<file path="src/hdl/tinker_pkg.sv">
package tinker_pkg;

    // basic widths
    localparam int WORD_W    = 64;
    localparam int INST_W    = 32;
    localparam int DADDR_W   = 32;
    localparam int OPCODE_W  = 5;
    localparam int REG_IDX_W = 5;
    localparam int LIT_W     = 12;

    typedef logic [WORD_W-1:0]    word_t;
    typedef logic [INST_W-1:0]    inst_t;
    typedef logic [WORD_W-1:0]    addr_t;
    typedef logic [DADDR_W-1:0]   daddr_t;
    typedef logic [OPCODE_W-1:0]  opcode_t;
    typedef logic [REG_IDX_W-1:0] reg_idx_t;
    typedef logic [LIT_W-1:0]     literal_t;

    // fetch starts here after reset
    localparam addr_t RESET_PC   = 64'h2000;
    localparam addr_t INST_BYTES = 64'd4;
    localparam int    NUM_REGS   = 32;

    // instruction field positions
    localparam int OPCODE_HI = 31;
    localparam int OPCODE_LO = 27;
    localparam int RD_HI     = 26;
    localparam int RD_LO     = 22;
    localparam int RS_HI     = 21;
    localparam int RS_LO     = 17;
    localparam int RT_HI     = 16;
    localparam int RT_LO     = 12;
    localparam int LIT_HI    = 11;
    localparam int LIT_LO    = 0;

    // supported opcodes
    localparam opcode_t OP_AND    = 5'b00000;
    localparam opcode_t OP_OR     = 5'b00001;
    localparam opcode_t OP_XOR    = 5'b00010;
    localparam opcode_t OP_NOT    = 5'b00011;
    localparam opcode_t OP_SHFTR  = 5'b00100;
    localparam opcode_t OP_SHFTRI = 5'b00101;
    localparam opcode_t OP_SHFTL  = 5'b00110;
    localparam opcode_t OP_SHFTLI = 5'b00111;
    localparam opcode_t OP_JUMP   = 5'b01000;
    localparam opcode_t OP_BRNZ   = 5'b01011;
    localparam opcode_t OP_HALT   = 5'b01111;
    localparam opcode_t OP_MOV    = 5'b10001;
    localparam opcode_t OP_MOVL   = 5'b10010;
    localparam opcode_t OP_STORE  = 5'b10011;
    localparam opcode_t OP_ADD    = 5'b11000;
    localparam opcode_t OP_ADDI   = 5'b11001;
    localparam opcode_t OP_SUB    = 5'b11010;
    localparam opcode_t OP_SUBI   = 5'b11011;

    // operand bypass slots
    localparam int NUM_BYPASS = 3;
    localparam int BYP_RS     = 0;
    localparam int BYP_RT     = 1;
    localparam int BYP_RD     = 2;

endpackage

</file>
<file path="src/hdl/tinker_operand_bypass.sv">
`timescale 1ns/1ps

module tinker_operand_bypass (
    input  tinker_pkg::reg_idx_t idx,
    input  tinker_pkg::word_t    staged_val,
    input  logic                 is_literal,
    input  logic                 mem_we,
    input  tinker_pkg::reg_idx_t mem_idx,
    input  tinker_pkg::word_t    mem_val,
    input  logic                 wb_we,
    input  tinker_pkg::reg_idx_t wb_idx,
    input  tinker_pkg::word_t    wb_val,
    output tinker_pkg::word_t    operand
);
    import tinker_pkg::*;

    logic hit_mem;
    logic hit_wb;

    // producer one stage ahead
    assign hit_mem = mem_we && (mem_idx == idx);
    // producer two stages ahead
    assign hit_wb  = wb_we && (wb_idx == idx);

    always_comb begin
        if (is_literal) begin
            // sign-extended L, no register behind it
            operand = staged_val;
        end else if (hit_mem) begin
            // newest value wins
            operand = mem_val;
        end else if (hit_wb) begin
            operand = wb_val;
        end else begin
            // older writes already landed in the register file
            operand = staged_val;
        end
    end

endmodule

</file>
<file path="config.mk">
export PLATFORM = sky130hd
export DESIGN_NAME = tinker_operand_bypass
export DESIGN_NICKNAME = d
export VERILOG_FILES = /design/src/hdl/tinker_pkg.sv /design/src/hdl/tinker_operand_bypass.sv
export SDC_FILE = /design/constraint.sdc
export NUM_CORES = 1
export LEC_CHECK = 0
export ABC_AREA = 1
export ABC_CLOCK_PERIOD_IN_PS = 2500
export BUFFER_PORTS_ARGS = -buffer_cell sky130_fd_sc_hd__buf_4
export CORE_AREA = 2 2 105 107
export DETAILED_ROUTE_END_ITERATION = 10
export DIE_AREA = 0 0 107 109
export GPL_ROUTABILITY_DRIVEN = 0
export GPL_TIMING_DRIVEN = 0
export PLACE_DENSITY = 0.59
export SLEW_MARGIN = 20
export SYNTH_ARGS = -nofsm -noshare
export SYNTH_HDL_FRONTEND = slang
export SYNTH_SLANG_ARGS = --single-unit
</file>
<file path="constraint.sdc">
create_clock -name vclk -period 2.5
set_input_delay 0.25 -clock vclk [all_inputs]
set_output_delay 0.25 -clock vclk [all_outputs]
set_load 0.1 [all_outputs]
</file>
==> impl_metrics.toml <==
[cts]
ctsResizeCount = 0
post_cts_buffers = 0
ctsHoldBuffers = 0

[worst_setup_path]
required_ns = 2.25
cpMaxStageDelayCell = "clkbuf_1"
critical-path-max-stage-delay_ns = 0.47
cp-startpoint = "is_literal"
start_kind = "primary input"
cp_max_fo = 10
path_class = "in -> out"
cp.arrival_ns = 1.91
crit_family = "buffers and inverters"
cp-end-kind = "output port"
cp_cell_sequence = "buf_4, inv_1, clkbuf_1, clkbuf_1, a21oi_1, nor2_2, buf_4"
critical_path_depth = 7
cp_num_buf_inv = 5

[finish]
final_cell_mix = "buf_4 (301), nor2_1 (203), nand2_1 (92)"
layout_commonest_cell = "buf_4"
seq_cells = 0
seqCellArea_um2 = 0
antenna_cells = 0
layout-drive-gt1-share_pct = 46.14
fillers = 1183
final_area_um2 = 4893
nets = 1042
synthToLayoutAreaGrowth_pct = 94.87
clock_buffers = 0

[floorplanning]
num_rows = 38
boundaryPins = 274
start_util_pct = 23.68
die-area_um2 = 11660
core_area_um2 = 10600
die_y_um = 109
die_width_um = 107

[routing]
top_layer = "met4"
wl_met3_um = 1124
postRouteAntennaNets = 0
wl_met1_um = 5351
route.detailed.drc = 0
drt_wl_total_um = 13440
vias = 4562
vias_per_cell = 4.703
wire_per_inst_um = 13.86
drt_iter0_drc = 291
dr_wl_met2_um = 6823
dr.pass1.iters = 6

[synth]
synth.top_cell.area_share_pct = 39.31
synthTopCellsByArea = "nor2_1 (39%), nand4_1 (16%), nand2_1 (14%)"
avgSynthCellArea_um2 = 4.516
synth_fa_ha_area_share_pct = 0
synth-xor-area-share_pct = 0
syn_area_um2 = 2511
synth_compound_area_share_pct = 12.76
yosysSeqAreaShare_pct = 0
synthDistinctLibCells = 13
synth_cells = 556
synth-simple-area-share_pct = 70.50
synthMuxAreaShare_pct = 0
syn-num-nets = 766
synth_top_family_by_area = "simple AND/OR/NAND/NOR gates"
yosysWarnings = 0
yosysTopAreaCell = "nor2_1"

[global_route]
grt_use_total_pct = 20.86
grt_max_degree = 11
grt_pass1_wl_um = 19950
antenna_found_initial = 0
overflow = 0
grt_pass1_vias = 4181

[placed_design]
port_buffers = 274
post_dp_cell_area_um2 = 4893
dpl.hpwl_um = 10900

[timing]
slew_violations = 0
max_slew.worst_pin.slew_ns = 0.5588
rsz0062_at_grt = "no"
period_minus_slack_ns = 2.160
setup_tns_ns = 0
hold_violations = 0
fin_crit_sh_pct = 86.42
slew_headroom_pct = 62.75
setup_violations = 0
fmax_mhz = 462.9

[hold_path]
min_from = "staged_val[8]"
hold_depth = 4
hold_class = "in -> out"

[outcome]
status = "complete, no violations"

[run]
cap_violations = 0

[pwr]
p_leak_uw = 0.002550
p_per_area_nw_per_um2 = 269.2
vdd_ir_drop_max_mv = 0.1294
-- layout make-up --
class                      instances  area, µm²  share of cell area, %
buffer                            54      364.1                  7.441
inverter                          15      56.30                  1.151
multi-input combinational        487       2241                  45.79
tap                              140      175.2                  3.580
timing repair buffer             274       2057                  42.04
-- per-stage QoR --
stage / worst slack (ns) / util [%] / power, µW / instances / hold slack [ns]
3_5_place_dp: 0.2917 / 46.15 / 1318 / 970 / 0.9846
6_report: 0.3395 / 46.15 / 1317 / 970 / 0.9828
5_1_grt: 0.1438 / 46.15 / 1391 / 970 / 0.9992
3_3_place_gp: 0.3342 / 46.15 / 1307 / 970 / 0.9844
2_1_floorplan: 0.04293 / - / 869.6 / 556 / 0.8446
4_1_cts: 0.2868 / 46.15 / 1320 / 970 / 0.9844
-- kinds of logic (layout without fill, tap and decap cells) --
kind of cell,Yosys count,in the layout
buffers and inverters,69,343
and+or+nand+nor,423,423
AOI/OAI and AO/OA,64,64
-- per-layer routing --
metal	vias to the layer above	global-route usage, %
met5	-	0
met2	194	39.99
met4	0	2.226
li1	2355	-
met3	10	4.184
met1	2003	24.64
-- power by group --
| part | internal (µW) | switching [µW] | leakage [µW] |
|---|---|---|---|
| clock network | 0 | 0 | 0 |
| logic | 435 | 883 | 0.00255 |
| registers | 0 | 0 | 0 |
| total | 435 | 883 | 0.00255 |
-- tightest hold or removal path: cells and delay by family --
kind	cells	cell delay, ns
buf+inv	2	0.36
simple gates	1	0.08
compound gates	1	0.04
-- cells in the mapped netlist, drive strengths merged --
master and number:
nand3 2, buf 40, nand2 93, inv 15
nand4 64, nor2 264, clkbuf 14, a21oi 64
-- path summary, 6_finish.rpt --
| path | endpoint | slack, ns |
|---|---|---|
| hold / removal | operand[8] | 0.98 |
| setup / recovery | operand[21] | 0.34 |
(Power assumes the default switching activity.)
