**src/hdl/tinker_pkg.sv**
```systemverilog
package tinker_pkg;

    // basic widths
    localparam int WORD_W    = 64;
    localparam int INST_W    = 32;
    localparam int DADDR_W   = 32;
    localparam int OPCODE_W  = 5;
    localparam int REG_IDX_W = 5;
    localparam int LIT_W     = 12;

    typedef logic [WORD_W-1:0]    word_t;
    typedef logic [INST_W-1:0]    inst_t;
    typedef logic [WORD_W-1:0]    addr_t;
    typedef logic [DADDR_W-1:0]   daddr_t;
    typedef logic [OPCODE_W-1:0]  opcode_t;
    typedef logic [REG_IDX_W-1:0] reg_idx_t;
    typedef logic [LIT_W-1:0]     literal_t;

    // fetch starts here after reset
    localparam addr_t RESET_PC   = 64'h2000;
    localparam addr_t INST_BYTES = 64'd4;
    localparam int    NUM_REGS   = 32;

    // instruction field positions
    localparam int OPCODE_HI = 31;
    localparam int OPCODE_LO = 27;
    localparam int RD_HI     = 26;
    localparam int RD_LO     = 22;
    localparam int RS_HI     = 21;
    localparam int RS_LO     = 17;
    localparam int RT_HI     = 16;
    localparam int RT_LO     = 12;
    localparam int LIT_HI    = 11;
    localparam int LIT_LO    = 0;

    // supported opcodes
    localparam opcode_t OP_AND    = 5'b00000;
    localparam opcode_t OP_OR     = 5'b00001;
    localparam opcode_t OP_XOR    = 5'b00010;
    localparam opcode_t OP_NOT    = 5'b00011;
    localparam opcode_t OP_SHFTR  = 5'b00100;
    localparam opcode_t OP_SHFTRI = 5'b00101;
    localparam opcode_t OP_SHFTL  = 5'b00110;
    localparam opcode_t OP_SHFTLI = 5'b00111;
    localparam opcode_t OP_JUMP   = 5'b01000;
    localparam opcode_t OP_BRNZ   = 5'b01011;
    localparam opcode_t OP_HALT   = 5'b01111;
    localparam opcode_t OP_MOV    = 5'b10001;
    localparam opcode_t OP_MOVL   = 5'b10010;
    localparam opcode_t OP_STORE  = 5'b10011;
    localparam opcode_t OP_ADD    = 5'b11000;
    localparam opcode_t OP_ADDI   = 5'b11001;
    localparam opcode_t OP_SUB    = 5'b11010;
    localparam opcode_t OP_SUBI   = 5'b11011;

    // operand bypass slots
    localparam int NUM_BYPASS = 3;
    localparam int BYP_RS     = 0;
    localparam int BYP_RT     = 1;
    localparam int BYP_RD     = 2;

endpackage

```
**src/hdl/tinker_decoder.sv**
```systemverilog
`timescale 1ns/1ps

module tinker_decoder (
    input  tinker_pkg::inst_t    inst,
    input  logic                 valid,
    output tinker_pkg::opcode_t  opcode,
    output tinker_pkg::reg_idx_t rd,
    output tinker_pkg::reg_idx_t rs,
    output tinker_pkg::reg_idx_t rt,
    output tinker_pkg::literal_t literal,
    output logic                 uses_literal,
    output logic                 writes_reg,
    output logic                 is_halt
);
    import tinker_pkg::*;

    // fixed field slices, same layout for every format
    assign opcode  = inst[OPCODE_HI:OPCODE_LO];
    assign rd      = inst[RD_HI:RD_LO];
    assign rs      = inst[RS_HI:RS_LO];
    assign rt      = inst[RT_HI:RT_LO];
    assign literal = inst[LIT_HI:LIT_LO];

    // operand source and write-back class
    always_comb begin
        uses_literal = 1'b0;
        writes_reg   = 1'b0;
        case (opcode)
            OP_ADDI, OP_SUBI, OP_SHFTRI, OP_SHFTLI, OP_MOVL: begin
                uses_literal = 1'b1;
                writes_reg   = 1'b1;
            end
            // store takes L as offset, writes no register
            OP_STORE: uses_literal = 1'b1;
            OP_ADD, OP_SUB, OP_AND, OP_OR, OP_XOR, OP_NOT,
            OP_SHFTR, OP_SHFTL, OP_MOV: begin
                writes_reg = 1'b1;
            end
            // jump, brnz, halt and unknown codes
            default: ;
        endcase
    end

    // only a real instruction may stop fetch
    assign is_halt = valid && (opcode == OP_HALT);

endmodule

```
**config.mk**
```make
export PLATFORM = sky130hd
export DESIGN_NAME = tinker_decoder
export DESIGN_NICKNAME = d
export VERILOG_FILES = /design/src/hdl/tinker_pkg.sv /design/src/hdl/tinker_decoder.sv
export SDC_FILE = /design/constraint.sdc
export NUM_CORES = 1
export LEC_CHECK = 0
export ABC_AREA = 1
export ABC_CLOCK_PERIOD_IN_PS = 800
export BUFFER_PORTS_ARGS = -buffer_cell sky130_fd_sc_hd__buf_2
export CAP_MARGIN = 20
export CORE_AREA = 5 5 42 44
export DETAILED_ROUTE_END_ITERATION = 10
export DIE_AREA = 0 0 47 49
export PLACE_DENSITY_LB_ADDON = 0.05
export SLEW_MARGIN = 0
export SYNTH_ARGS = -nofsm -noshare
export SYNTH_HDL_FRONTEND = slang
export SYNTH_SLANG_ARGS = --single-unit
```
**constraint.sdc**
```tcl
create_clock -name vclk -period 0.8
set_input_delay 0.08 -clock vclk [all_inputs]
set_output_delay 0.08 -clock vclk [all_outputs]
set_load 0.05 [all_outputs]
```
==> results.yml <==
final_layout:
  register_area_um2: 0
  diodes: 0
  syn2layout_area_growth_pct: 1.36
  nFlopsAndLatches: 0
  drive_gt1_share_pct: 63.3
  fin_nets: 84
  n_clock_buffer: 0
  stdcell_area_um2: 374
run_status:
  failed_checks: "negative setup slack"
  status: "finished with violations"
sta:
  tightest_slew_ps: 252
  finalSetupViolations: 2
  rsz0062_at_grt: "yes"
  min_period_ps: 843
  maxSlewHeadroom_pct: 83.3
  finalHoldViolations: 0
  drv_slew: 0
  fmax_mhz: 1190
  fin_setup_tns_ps: -77.4
  finalWorstSetupSlack_ps: -42.9
  period_share_pct: 105
worst_setup_path:
  cp_top_family: "simple AND/OR/NAND/NOR gates"
  cp.buffers_inverters: 3
  crit_cells: 7
  crit_chain: "buf_8 -> inv_4 -> nand2_4 -> nor3_4 -> nor2_2 -> nand2_1 -> buf_6"
  crit_fanout: 5
  endpoint: "uses_literal"
  worstSetupEndpointType: "primary output"
  required_ps: 720
  critical_path_class: "in -> out"
  crit_start: "inst[29]"
  cpPeakStageDelay_ps: 180
  setup.worst_path.start_class: "input pin"
  worstPathArrival_ps: 760
  slowest_stage: "nor3_4"
place:
  port_buffers: 14
  dpl.hpwl_um: 576
  place.gp.congestion: 0.698
  place_area_um2: 244
global_routing:
  grt-ovfl-total: 0
  grt_pass1_wl_um: 1090
  grt_pass1_vias: 246
  grt_max_degree: 7
  grtUsageTotal_pct: 5.75
  antenna_found_initial: 0
clock_tree:
  hold_buffers: 0
pwr:
  switchingPower_mw: 0.166
  p_clk_share_pct: 0
  irDropWorstVdd_v: 0.000158
  power.leakage_nw: 0.193
  pwr-share-comb_pct: 100.0
  power_mw: 0.267
  p_seq_share_pct: 0
  intPower_mw: 0.101
  powerDensity_nw_per_um2: 713
  sw_frac_of_total_pct: 62.1
die:
  io-pin-count: 68
  row_count: 14
  initial_core_util_pct: 26.3
  core_area_um2: 1400
  dieWidth_um: 47
  die_y_um: 49
  die_area_um2: 2300
route:
  drt_iter0_drc: 2
  antenna_left: 0
  dr.pass1.iters: 2
  drcViolationCount: 0
  viasPerCell: 4.12
  avgRoutedWirePerCell_um: 11.3
  via_count: 268
  detail_route.wirelength_um: 733
job:
  timing.max_cap.violations: 0
synthesis:
  synth_area_leaders: "buf_4 (65%), nand2_1 (9.2%), nor2_1 (8.1%)"
  yosysMostFrequentCell: "buf_4"
  synth.top_cells.by_count: "buf_4 (32), nand2_1 (9), nor2_1 (8)"
  synth_cell_types: 9
  yosysSeqAreaShare_pct: 0
  syn_inst: 62
  synth_top_cell_by_area: "buf_4"
  synth_area_per_cell_um2: 5.95
  ys_warn_count: 0
  synth_fp_nets: 95
  synth_top_area_share_pct: 65.1
  synth_area_um2: 369
hold_path:
  hold_class: "in -> out"
[layout make-up]
| type | count | area (um^2) |
|---|---|---|
| Fill cell | 173 | 1030 |
| Inverter | 4 | 25.0 |
| Multi-Input combinational cell | 26 | 160 |
| Tap cell | 16 | 20.0 |
| Timing Repair Buffer | 19 | 169 |
[metal layers]
metal	GRT usage (%)	vias to the layer above	share of wire [%]
li1	-	136	-
met5	0	-	0
met1	6.74	118	33
met4	0.922	0	0
met2	9.95	14	47
met3	1.85	0	20
[cells in the final DEF (no fill, tap or decap), drive strengths merged]
| master | count |
|---|---|
| buf | 19 |
| inv | 4 |
| nand2 | 10 |
| nor3 | 2 |
| nor2 | 9 |
| nand3 | 3 |
| nand4 | 2 |
[logic make-up after synthesis]
| family | count (synthesis) | synth area share (%) |
|---|---|---|
| simple gates | 26 | 30.8 |
| buf+inv | 36 | 69.2 |
[worst min-delay path by stage]
stage / startpoint / end / slack, ps / cells past startpoint
floorplan: inst[0] / literal[0] / 330 / 1
global placement: inst[3] / literal[3] / 160 / 0
detailed placement: inst[3] / literal[3] / 160 / 0
CTS: inst[3] / literal[3] / 160 / 0
global route: inst[20] / rs[3] / 160 / 0
finish: inst[10] / literal[10] / 160 / 0
[stage by stage]
| step | hold slack, ps | util (%) | cells | setup WS (ps) |
|---|---|---|---|---|
| after floorplan | 327 | - | 62 | -15.5 |
| after global placement | 160 | 17.4 | 63 | -191 |
| after detailed placement | 160 | 17.4 | 63 | -199 |
| after CTS | 160 | 24.9 | 64 | -48.4 |
| after global routing | 160 | 26.7 | 65 | -95.9 |
| final | 160 | 26.7 | 65 | -42.9 |
[timing repair]
action,CTS,global route
resized for setup,33,5
buffers inserted,1,1
setup endpoints to repair,3,3
pin swaps,8,1
[power by group through the flow]
stage	Clock [mW]	Sequential, mW	Combinational, mW
6_report	0	0	0.267
5_1_grt	0	0	0.282
4_1_cts	0	0	0.256
3_5_place_dp	0	0	0.194
3_3_place_gp	0	0	0.196
2_1_floorplan	0	0	0.507
(Power assumes the default switching activity.)
