--- config.mk ---
export PLATFORM = sky130hd
export DESIGN_NAME = tinker_fetch
export DESIGN_NICKNAME = d
export VERILOG_FILES = /design/src/hdl/tinker_pkg.sv /design/src/hdl/tinker_fetch.sv
export SDC_FILE = /design/constraint.sdc
export NUM_CORES = 1
export LEC_CHECK = 0
export ABC_AREA = 1
export BUFFER_PORTS_ARGS = -buffer_cell sky130_fd_sc_hd__buf_2
export CAP_MARGIN = 20
export CORE_MARGIN = 2
export CORE_UTILIZATION = 46
export DETAILED_ROUTE_END_ITERATION = 16
export PLACE_DENSITY_LB_ADDON = 0.08
export SLEW_MARGIN = 20
export SYNTH_ARGS = -nofsm -noshare
export SYNTH_HDL_FRONTEND = slang
export SYNTH_SLANG_ARGS = --single-unit
--- constraint.sdc ---
create_clock -name clk -period 2.6 [get_ports clk]
set_input_delay 0 -clock clk [delete_from_list [all_inputs] [get_ports clk]]
set_output_delay 0 -clock clk [all_outputs]
set_load 0.02 [all_outputs]
--- src/hdl/tinker_pkg.sv ---
package tinker_pkg;

    // basic widths
    localparam int WORD_W    = 64;
    localparam int INST_W    = 32;
    localparam int DADDR_W   = 32;
    localparam int OPCODE_W  = 5;
    localparam int REG_IDX_W = 5;
    localparam int LIT_W     = 12;

    typedef logic [WORD_W-1:0]    word_t;
    typedef logic [INST_W-1:0]    inst_t;
    typedef logic [WORD_W-1:0]    addr_t;
    typedef logic [DADDR_W-1:0]   daddr_t;
    typedef logic [OPCODE_W-1:0]  opcode_t;
    typedef logic [REG_IDX_W-1:0] reg_idx_t;
    typedef logic [LIT_W-1:0]     literal_t;

    // fetch starts here after reset
    localparam addr_t RESET_PC   = 64'h2000;
    localparam addr_t INST_BYTES = 64'd4;
    localparam int    NUM_REGS   = 32;

    // instruction field positions
    localparam int OPCODE_HI = 31;
    localparam int OPCODE_LO = 27;
    localparam int RD_HI     = 26;
    localparam int RD_LO     = 22;
    localparam int RS_HI     = 21;
    localparam int RS_LO     = 17;
    localparam int RT_HI     = 16;
    localparam int RT_LO     = 12;
    localparam int LIT_HI    = 11;
    localparam int LIT_LO    = 0;

    // supported opcodes
    localparam opcode_t OP_AND    = 5'b00000;
    localparam opcode_t OP_OR     = 5'b00001;
    localparam opcode_t OP_XOR    = 5'b00010;
    localparam opcode_t OP_NOT    = 5'b00011;
    localparam opcode_t OP_SHFTR  = 5'b00100;
    localparam opcode_t OP_SHFTRI = 5'b00101;
    localparam opcode_t OP_SHFTL  = 5'b00110;
    localparam opcode_t OP_SHFTLI = 5'b00111;
    localparam opcode_t OP_JUMP   = 5'b01000;
    localparam opcode_t OP_BRNZ   = 5'b01011;
    localparam opcode_t OP_HALT   = 5'b01111;
    localparam opcode_t OP_MOV    = 5'b10001;
    localparam opcode_t OP_MOVL   = 5'b10010;
    localparam opcode_t OP_STORE  = 5'b10011;
    localparam opcode_t OP_ADD    = 5'b11000;
    localparam opcode_t OP_ADDI   = 5'b11001;
    localparam opcode_t OP_SUB    = 5'b11010;
    localparam opcode_t OP_SUBI   = 5'b11011;

    // operand bypass slots
    localparam int NUM_BYPASS = 3;
    localparam int BYP_RS     = 0;
    localparam int BYP_RT     = 1;
    localparam int BYP_RD     = 2;

endpackage

--- src/hdl/tinker_fetch.sv ---
`timescale 1ns/1ps

module tinker_fetch (
    input  logic              clk,
    input  logic              reset,
    output tinker_pkg::addr_t imem_addr,
    input  tinker_pkg::inst_t imem_data,
    input  logic              redirect,
    input  tinker_pkg::addr_t redirect_pc,
    input  logic              halt_seen,
    output tinker_pkg::inst_t fetch_inst,
    output tinker_pkg::addr_t fetch_pc,
    output logic              fetch_valid
);
    import tinker_pkg::*;

    addr_t pc;
    logic  frozen;
    logic  advance;

    // instruction memory answers combinationally
    assign imem_addr = pc;

    // normal step only when no redirect and no halt pending
    assign advance = !redirect && !frozen && !halt_seen;

    always_ff @(posedge clk or posedge reset) begin
        if (reset) begin
            pc          <= RESET_PC;
            fetch_valid <= 1'b0;
            frozen      <= 1'b0;
        end else if (redirect) begin
            // branch wins over a halt sitting in its shadow
            pc          <= redirect_pc;
            fetch_valid <= 1'b0;
        end else if (frozen || halt_seen) begin
            // halt decoded, stay put until reset
            frozen      <= 1'b1;
            fetch_valid <= 1'b0;
        end else begin
            pc          <= pc + INST_BYTES;
            fetch_valid <= 1'b1;
        end
    end

    // IF/ID payload
    always_ff @(posedge clk) begin
        if (advance) begin
            fetch_inst <= imem_data;
            fetch_pc   <= pc;
        end
    end

endmodule

==> flow_summary_export.csv, run 1 <==
group,metric,value,unit
die,fp.coreArea,17200,um2
clocking,cts_tree,"done",
sta,fin_ws,0.556,ns
sta,fin_crit,2.04,ns
die,die_area,18500,um2
sta,finalSetupViolCount,0,
setup_path,crit_path_end_kind,"flop",
layout,fin_cells,1528,
clocking,htree_num_levels,4,
global_routing,overflow,0,
global_routing,grtUsageTotal,0.275,
routing,antenna_left,0,
logic_synthesis,yosys_warnings,0,
logic_synthesis,synth_cells,920,
die,initial_core_util,0.466,
routing,detailroute.via_count,7523,
logic_synthesis,ys_seq_area_frac,0.567,
logic_synthesis,avgSynthCellArea,8.70,um2
die,die_w,136,um
layout,post-route-util,0.654,
setup_path,worstPathMaxFanout,8,
power_and_ir_drop,powerDensity,578,nW/um2
layout,antennaDiodeCount,0,
logic_synthesis,ys_top_cells_by_area,"edfxtp_1 (36%), dfrtp_1 (20%), nand2_1 (14%)",
power_and_ir_drop,vdd_drop_max,0.408,mV
logic_synthesis,synth_flop_cell,"edfxtp_1",
sta,finalCritPeriodShare,0.786,
sta,worst_pin_slew,0.728,ns
logic_synthesis,synth_fp_nets,1021,
routing,wl_per_cell,16.8,um
sta,timing.fmax,489,MHz
logic_synthesis,syn_area,8010,um2
sta,maxSlewHeadroom,0.514,
placement,gp_congestion,0.914,
sta,skew,0.00913,ns
global_routing,grt_max_degree,65,
run,maxCapViolCount,0,
clocking,cts_root_buf,"clkbuf_16",
placement,placed_area,9640,um2
setup_path,critPathKind,"flop to flop",
global_routing,grt_pass1_vias,7221,
placement,dp_slack,0.564,ns
routing,initialDrtViolationCount,522,
logic_synthesis,yosysTopAreaCell,"edfxtp_1",
routing,wl,25600,um
layout,final_cell_area,11200,um2
status,outcome,"complete, no violations",
routing,via_per_inst,4.92,
logic_synthesis,synth-async-reset-ratio,0.407,
die,rows,48,
sta,setup_tns,0,ns
sta,hold_viol,0,
logic_synthesis,synth_edf_count,96,
clocking,insertion_delay,0.43,ns
sta,rsz0062_at_grt,"no",
clocking,post_cts_buffers,0,
placement,dpl.cell_count,1399,
global_routing,antenna_found_initial,0,
layout,syn2layout_area_growth,40.4,%
logic_synthesis,yosysMostFrequentCell,"nand2_1",
logic_synthesis,synth.distinct_cells,40,
global_routing,grt_pass1_wl,38300,um
hold_path,worstHoldPathType,"input pin to flop",
setup_path,worst_ep_required_time,2.92,ns
routing,drc,0,
logic_synthesis,ys_seq_elements,162,
clocking,cts_buffers,17,
layout,finalNetCount,1391,
logic_synthesis,ys_top_cells_by_count,"nand2_1 (303), nor2_1 (120), inv_1 (98), edfxtp_1 (96)",
routing,first_pass_iters,4,
setup_path,startpoint_type,"flop",
sta,final_max_slew_viol_count,0,
clocking,cts.reportedPaths.clkPinSlew,0.07,ns
power_and_ir_drop,p_leak,5.02,nW
setup_path,crit_arrival,2.37,ns
placement,port_buffers,260,
clocking,clockBufferDepth,2,
die,die_y,136,um
logic_synthesis,synth_top_area_frac,0.360,
placement,dp_hpwl,18400,um
die,io_pins,261,
clocking,cts.sinks,162,
layout,drive_above_1_share,0.269,
-- through the flow --
step                total power [mW]  hold WS (ns)
floorplan                       3.44        0.0989
CTS                             6.53        0.0659
global route                    6.74        0.0949
global placement                3.76         0.169
detailed placement              3.77         0.169
finish                          6.49        0.0724
-- worst max-delay path, cell delays in order (launching register included) --
cell,delay (ns)
dfrtp_1,0.55
ha_1,0.29
inv_1,0.09
nor2_4,0.22
nand2_2,0.10
nor2_2,0.22
nand3b_2,0.16
nor2_1,0.12
nand2_1,0.06
nand3_1,0.08
nand2_1,0.05
-- worst paths after layout --
kind / endpoint / slack (ns) / cells past startpoint / from
setup / recovery: imem_addr[50]$_DFFE_PP0N_ / 0.56 / 10 / imem_addr[2]$_DFFE_PP0N_
hold / removal: imem_addr[1]$_DFFE_PP0P_ / 0.07 / 4 / redirect
setup reg to reg: imem_addr[50]$_DFFE_PP0N_ / 0.56 / 10 / imem_addr[2]$_DFFE_PP0N_
hold reg to reg: fetch_pc[0]$_DFFE_PP_ / 0.49 / 0 / imem_addr[0]$_DFFE_PP0P_
max in group asynchronous: imem_addr[13]$_DFFE_PP1N_ / 1.64 / 4 / reset
min in group asynchronous: imem_addr[6]$_DFFE_PP0N_ / 0.25 / 3 / reset
-- logic make-up after synthesis --
logic type	after synthesis	synth area share
buf+inv	121	0.0581
flops	162	0.567
simple gates	546	0.296
xor+xnor	27	0.0295
fa+ha+maj	1	0.00156
compound gates	63	0.0481
-- state kept, by name (all words and copies together) (netlist names) --
register	cells
fetch_inst	32
fetch_pc	64
fetch_valid	1
frozen	1
imem_addr	64
-- report_power, final --
group	switching, mW	internal, mW
Sequential	0.185	2.84
Clock	1.11	1.55
Combinational	0.468	0.347
Total	1.77	4.73
-- layout make-up --
type,count,area (um2)
sequential,162,4540
clock inverter,14,191
fill,1505,5940
multi-input combinational,637,3010
clock buffer,18,429
inverter,103,392
timing repair buffer,369,2400
tap,225,282
-- layout by cell type (no fill, tap or decap), drive strengths merged --
master,synthesis,routed
nor3,8,8
clkinv,0,2
nand3b,3,3
a22o,3,3
inv,103,110
a22oi,2,2
xnor2,8,8
o21ai,34,34
or2,1,1
and2,1,1
o311ai,1,1
bufinv,0,3
o221ai,1,1
buf,9,272
nand4,10,10
a21oi,3,3
nor2,140,140
o21bai,6,6
nand2,314,314
o211ai,12,12
edfxtp,96,96
dfrtp,65,65
clkbuf,9,18
dlygate4sd3,0,97
ha,1,1
clkinvlp,0,2
nand3,68,68
dfstp,1,1
a31oi,1,1
xor2,19,19
and3,1,1
-- per-layer routing --
layer | wire [um] | GRT usage | vias to the layer above
li1 | - | - | 3713
met1 | 11200 | 0.364 | 3499
met2 | 12200 | 0.462 | 275
met3 | 1670 | 0.0507 | 36
met4 | 524 | 0.0862 | 0
met5 | 0 | 0 | -
-- repair_timing --
item                                   in CTS  in global routing
endpoints found under the hold margin     124                  0
resized for setup                           0                  0
hold buffers                               97                  0
Power figures use the tool's default switching activity.
==> inputs of run 2 (changes only) <==
Settings changed: CORE_UTILIZATION 46 to 51.
Clock period 2.6 ns to 1.9 ns, I/O delays scaled along.
==> run 2 against run 1 <==
Against the previous run:
- routed wire length grew 5.7%
- register-to-register slack got worse by 0.45 ns
- setup slack lost 0.45 ns
- die area fell by 9.5%
- sequential share of layout area shrank 0.61 points
- via count up 4.0%
- global-route usage grew 5.1 points
==> flow_summary_export.csv, run 2 (synthesized netlist as in run 1, its figures left out) <==
group,metric,value,unit
routing,antenna_left,0,
die,die_y,129,um
power_and_ir_drop,power.share.combinational,0.143,
sta,timing.fmax,558,MHz
setup_path,crit_path_end_kind,"flop",
layout,final_cell_area,11400,um2
routing,wl_per_cell,17.6,um
die,die_w,129,um
die,io_pins,261,
sta,rsz0062_at_grt,"yes",
sta,worst_pin_slew,0.475,ns
sta,hold_viol,0,
routing,drc,0,
routing,initialDrtViolationCount,572,
die,fp.coreArea,15300,um2
sta,fin_crit,1.79,ns
clocking,insertion_delay,0.43,ns
run,maxCapViolCount,0,
placement,dp_slack,0.0605,ns
power_and_ir_drop,p_leak,5.12,nW
power_and_ir_drop,p_switching,2.48,mW
sta,fin_ws,0.107,ns
clocking,cts_buffers,17,
layout,antennaDiodeCount,0,
sta,skew,0.00839,ns
global_routing,grt_pass1_vias,7759,
global_routing,grt_pass1_wl,41200,um
die,die_area,16700,um2
routing,via_per_inst,5.09,
clocking,cts_tree,"done",
setup_path,crit_arrival,2.11,ns
clocking,htree_num_levels,4,
sta,hold_slack,0.111,ns
clocking,clockBufferDepth,2,
placement,gp_congestion,0.993,
hold_path,worstHoldPathType,"input pin to flop",
clocking,cts.reportedPaths.clkPinSlew,0.07,ns
layout,drive_above_1_share,0.295,
clocking,cts.sinks,162,
routing,first_pass_iters,5,
sta,setup_tns,0,ns
sta,finalSetupViolCount,0,
layout,fillers,1182,
power_and_ir_drop,powerDensity,763,nW/um2
global_routing,grtUsageTotal,0.326,
setup_path,startpoint_type,"flop",
setup_path,critPathKind,"flop to flop",
global_routing,antenna_found_initial,0,
routing,wl,27000,um
sta,final_max_slew_viol_count,0,
placement,port_buffers,260,
layout,mostFrequentLayoutCells,"nand2_1 (302), buf_2 (260), nor2_1 (109)",
placement,dp_hpwl,18800,um
clocking,cts_root_buf,"clkbuf_16",
setup_path,worst_ep_required_time,2.22,ns
sta,finalCritPeriodShare,0.944,
global_routing,grt_max_degree,65,
sta,maxSlewHeadroom,0.683,
global_routing,overflow,0,
power_and_ir_drop,internal_power,6.25,mW
setup_path,worstPathMaxFanout,3,
power_and_ir_drop,clockPowerShare,0.388,
die,rows,45,
placement,placed_area,9810,um2
die,initial_core_util,0.525,
power_and_ir_drop,vdd_drop_max,0.586,mV
layout,finalNetCount,1414,
routing,detailroute.via_count,7821,
status,outcome,"complete, no violations",
power_and_ir_drop,p_seq_frac,0.469,
layout,syn2layout_area_growth,42.8,%
power_and_ir_drop,switching_share,0.284,
layout,final_common_cell,"nand2_1",
[run 2: changes by cell type in the layout (fill, tap and decap cells not counted), moves of 2 or more]
cell       delta
dfrtp_2       +7
nor2_4        +3
nor2_1       -10
nor2_2        +7
dfrtp_1       -7
buf_4        +20
clkinv_2      +2
bufinv_16     -2
buf_12        +2
[run 2: timing repair]
action | 4_1_cts | 5_1_grt
hold buffers | 98 | 0
endpoints found under the hold margin | 161 | 0
setup endpoints to repair | 0 | 16
setup buffers | 0 | 1
resized for setup | 0 | 25
[run 2: cell type report]
| type | count | area [um2] | area share |
|---|---|---|---|
| Clock buffer | 17 | 425 | 0.0372 |
| Clock inverter | 15 | 143 | 0.0125 |
| Inverter | 103 | 389 | 0.0340 |
| Multi-Input combinational cell | 637 | 3070 | 0.268 |
| Sequential cell | 162 | 4540 | 0.398 |
| Tap cell | 211 | 264 | 0.0231 |
| Timing Repair Buffer | 392 | 2600 | 0.227 |
[run 2: through the flow]
step	instances	util	total power, mW
finish	1537	0.749	8.72
global route	1537	0.749	9.01
CTS	1536	0.744	8.68
detailed placement	1406	0.643	5.21
global placement	1406	0.643	5.19
floorplan	920	-	4.70
[run 2: worst paths after layout]
path	startpoint	endpoint	slack, ns	cells past startpoint
min in group asynchronous	reset	fetch_valid$_DFF_PP0_	0.52	4
setup reg to reg	imem_addr[28]$_DFFE_PP0N_	imem_addr[35]$_DFFE_PP0N_	0.11	8
hold / removal	halt_seen	imem_addr[30]$_DFFE_PP0N_	0.11	6
max in group asynchronous	reset	imem_addr[38]$_DFFE_PP0N_	0.70	5
hold reg to reg	imem_addr[0]$_DFFE_PP0P_	fetch_pc[0]$_DFFE_PP_	0.48	0
setup / recovery	imem_addr[28]$_DFFE_PP0N_	imem_addr[35]$_DFFE_PP0N_	0.11	8
[run 2: worst max-delay path, stage by stage, from the launching register on]
cell,delay (ns)
dfrtp_1,0.43
nand2_1,0.13
nor2_1,0.20
nand2_1,0.12
nor2_1,0.24
nand3_1,0.25
xor2_1,0.21
nand2_1,0.07
nand2_1,0.05
[run 2: power groups by stage]
stage / clock [mW] / combinational, mW / sequential, mW
after global routing: 3.53 / 1.36 / 4.11
after floorplan: 0 / 0.430 / 4.27
final: 3.38 / 1.24 / 4.10
after detailed placement: 0 / 1.06 / 4.15
after global placement: 0 / 1.04 / 4.15
after CTS: 3.38 / 1.22 / 4.08
[run 2: layer usage]
layer  GRT usage  share of wire  wire length, um  up-vias
met2       0.556           0.48            13100      393
met3      0.0500          0.071             1930       65
met1       0.422           0.41            11200     3616
met5           0              0                0        -
met4       0.128          0.030              812        0
li1            -              -                -     3747
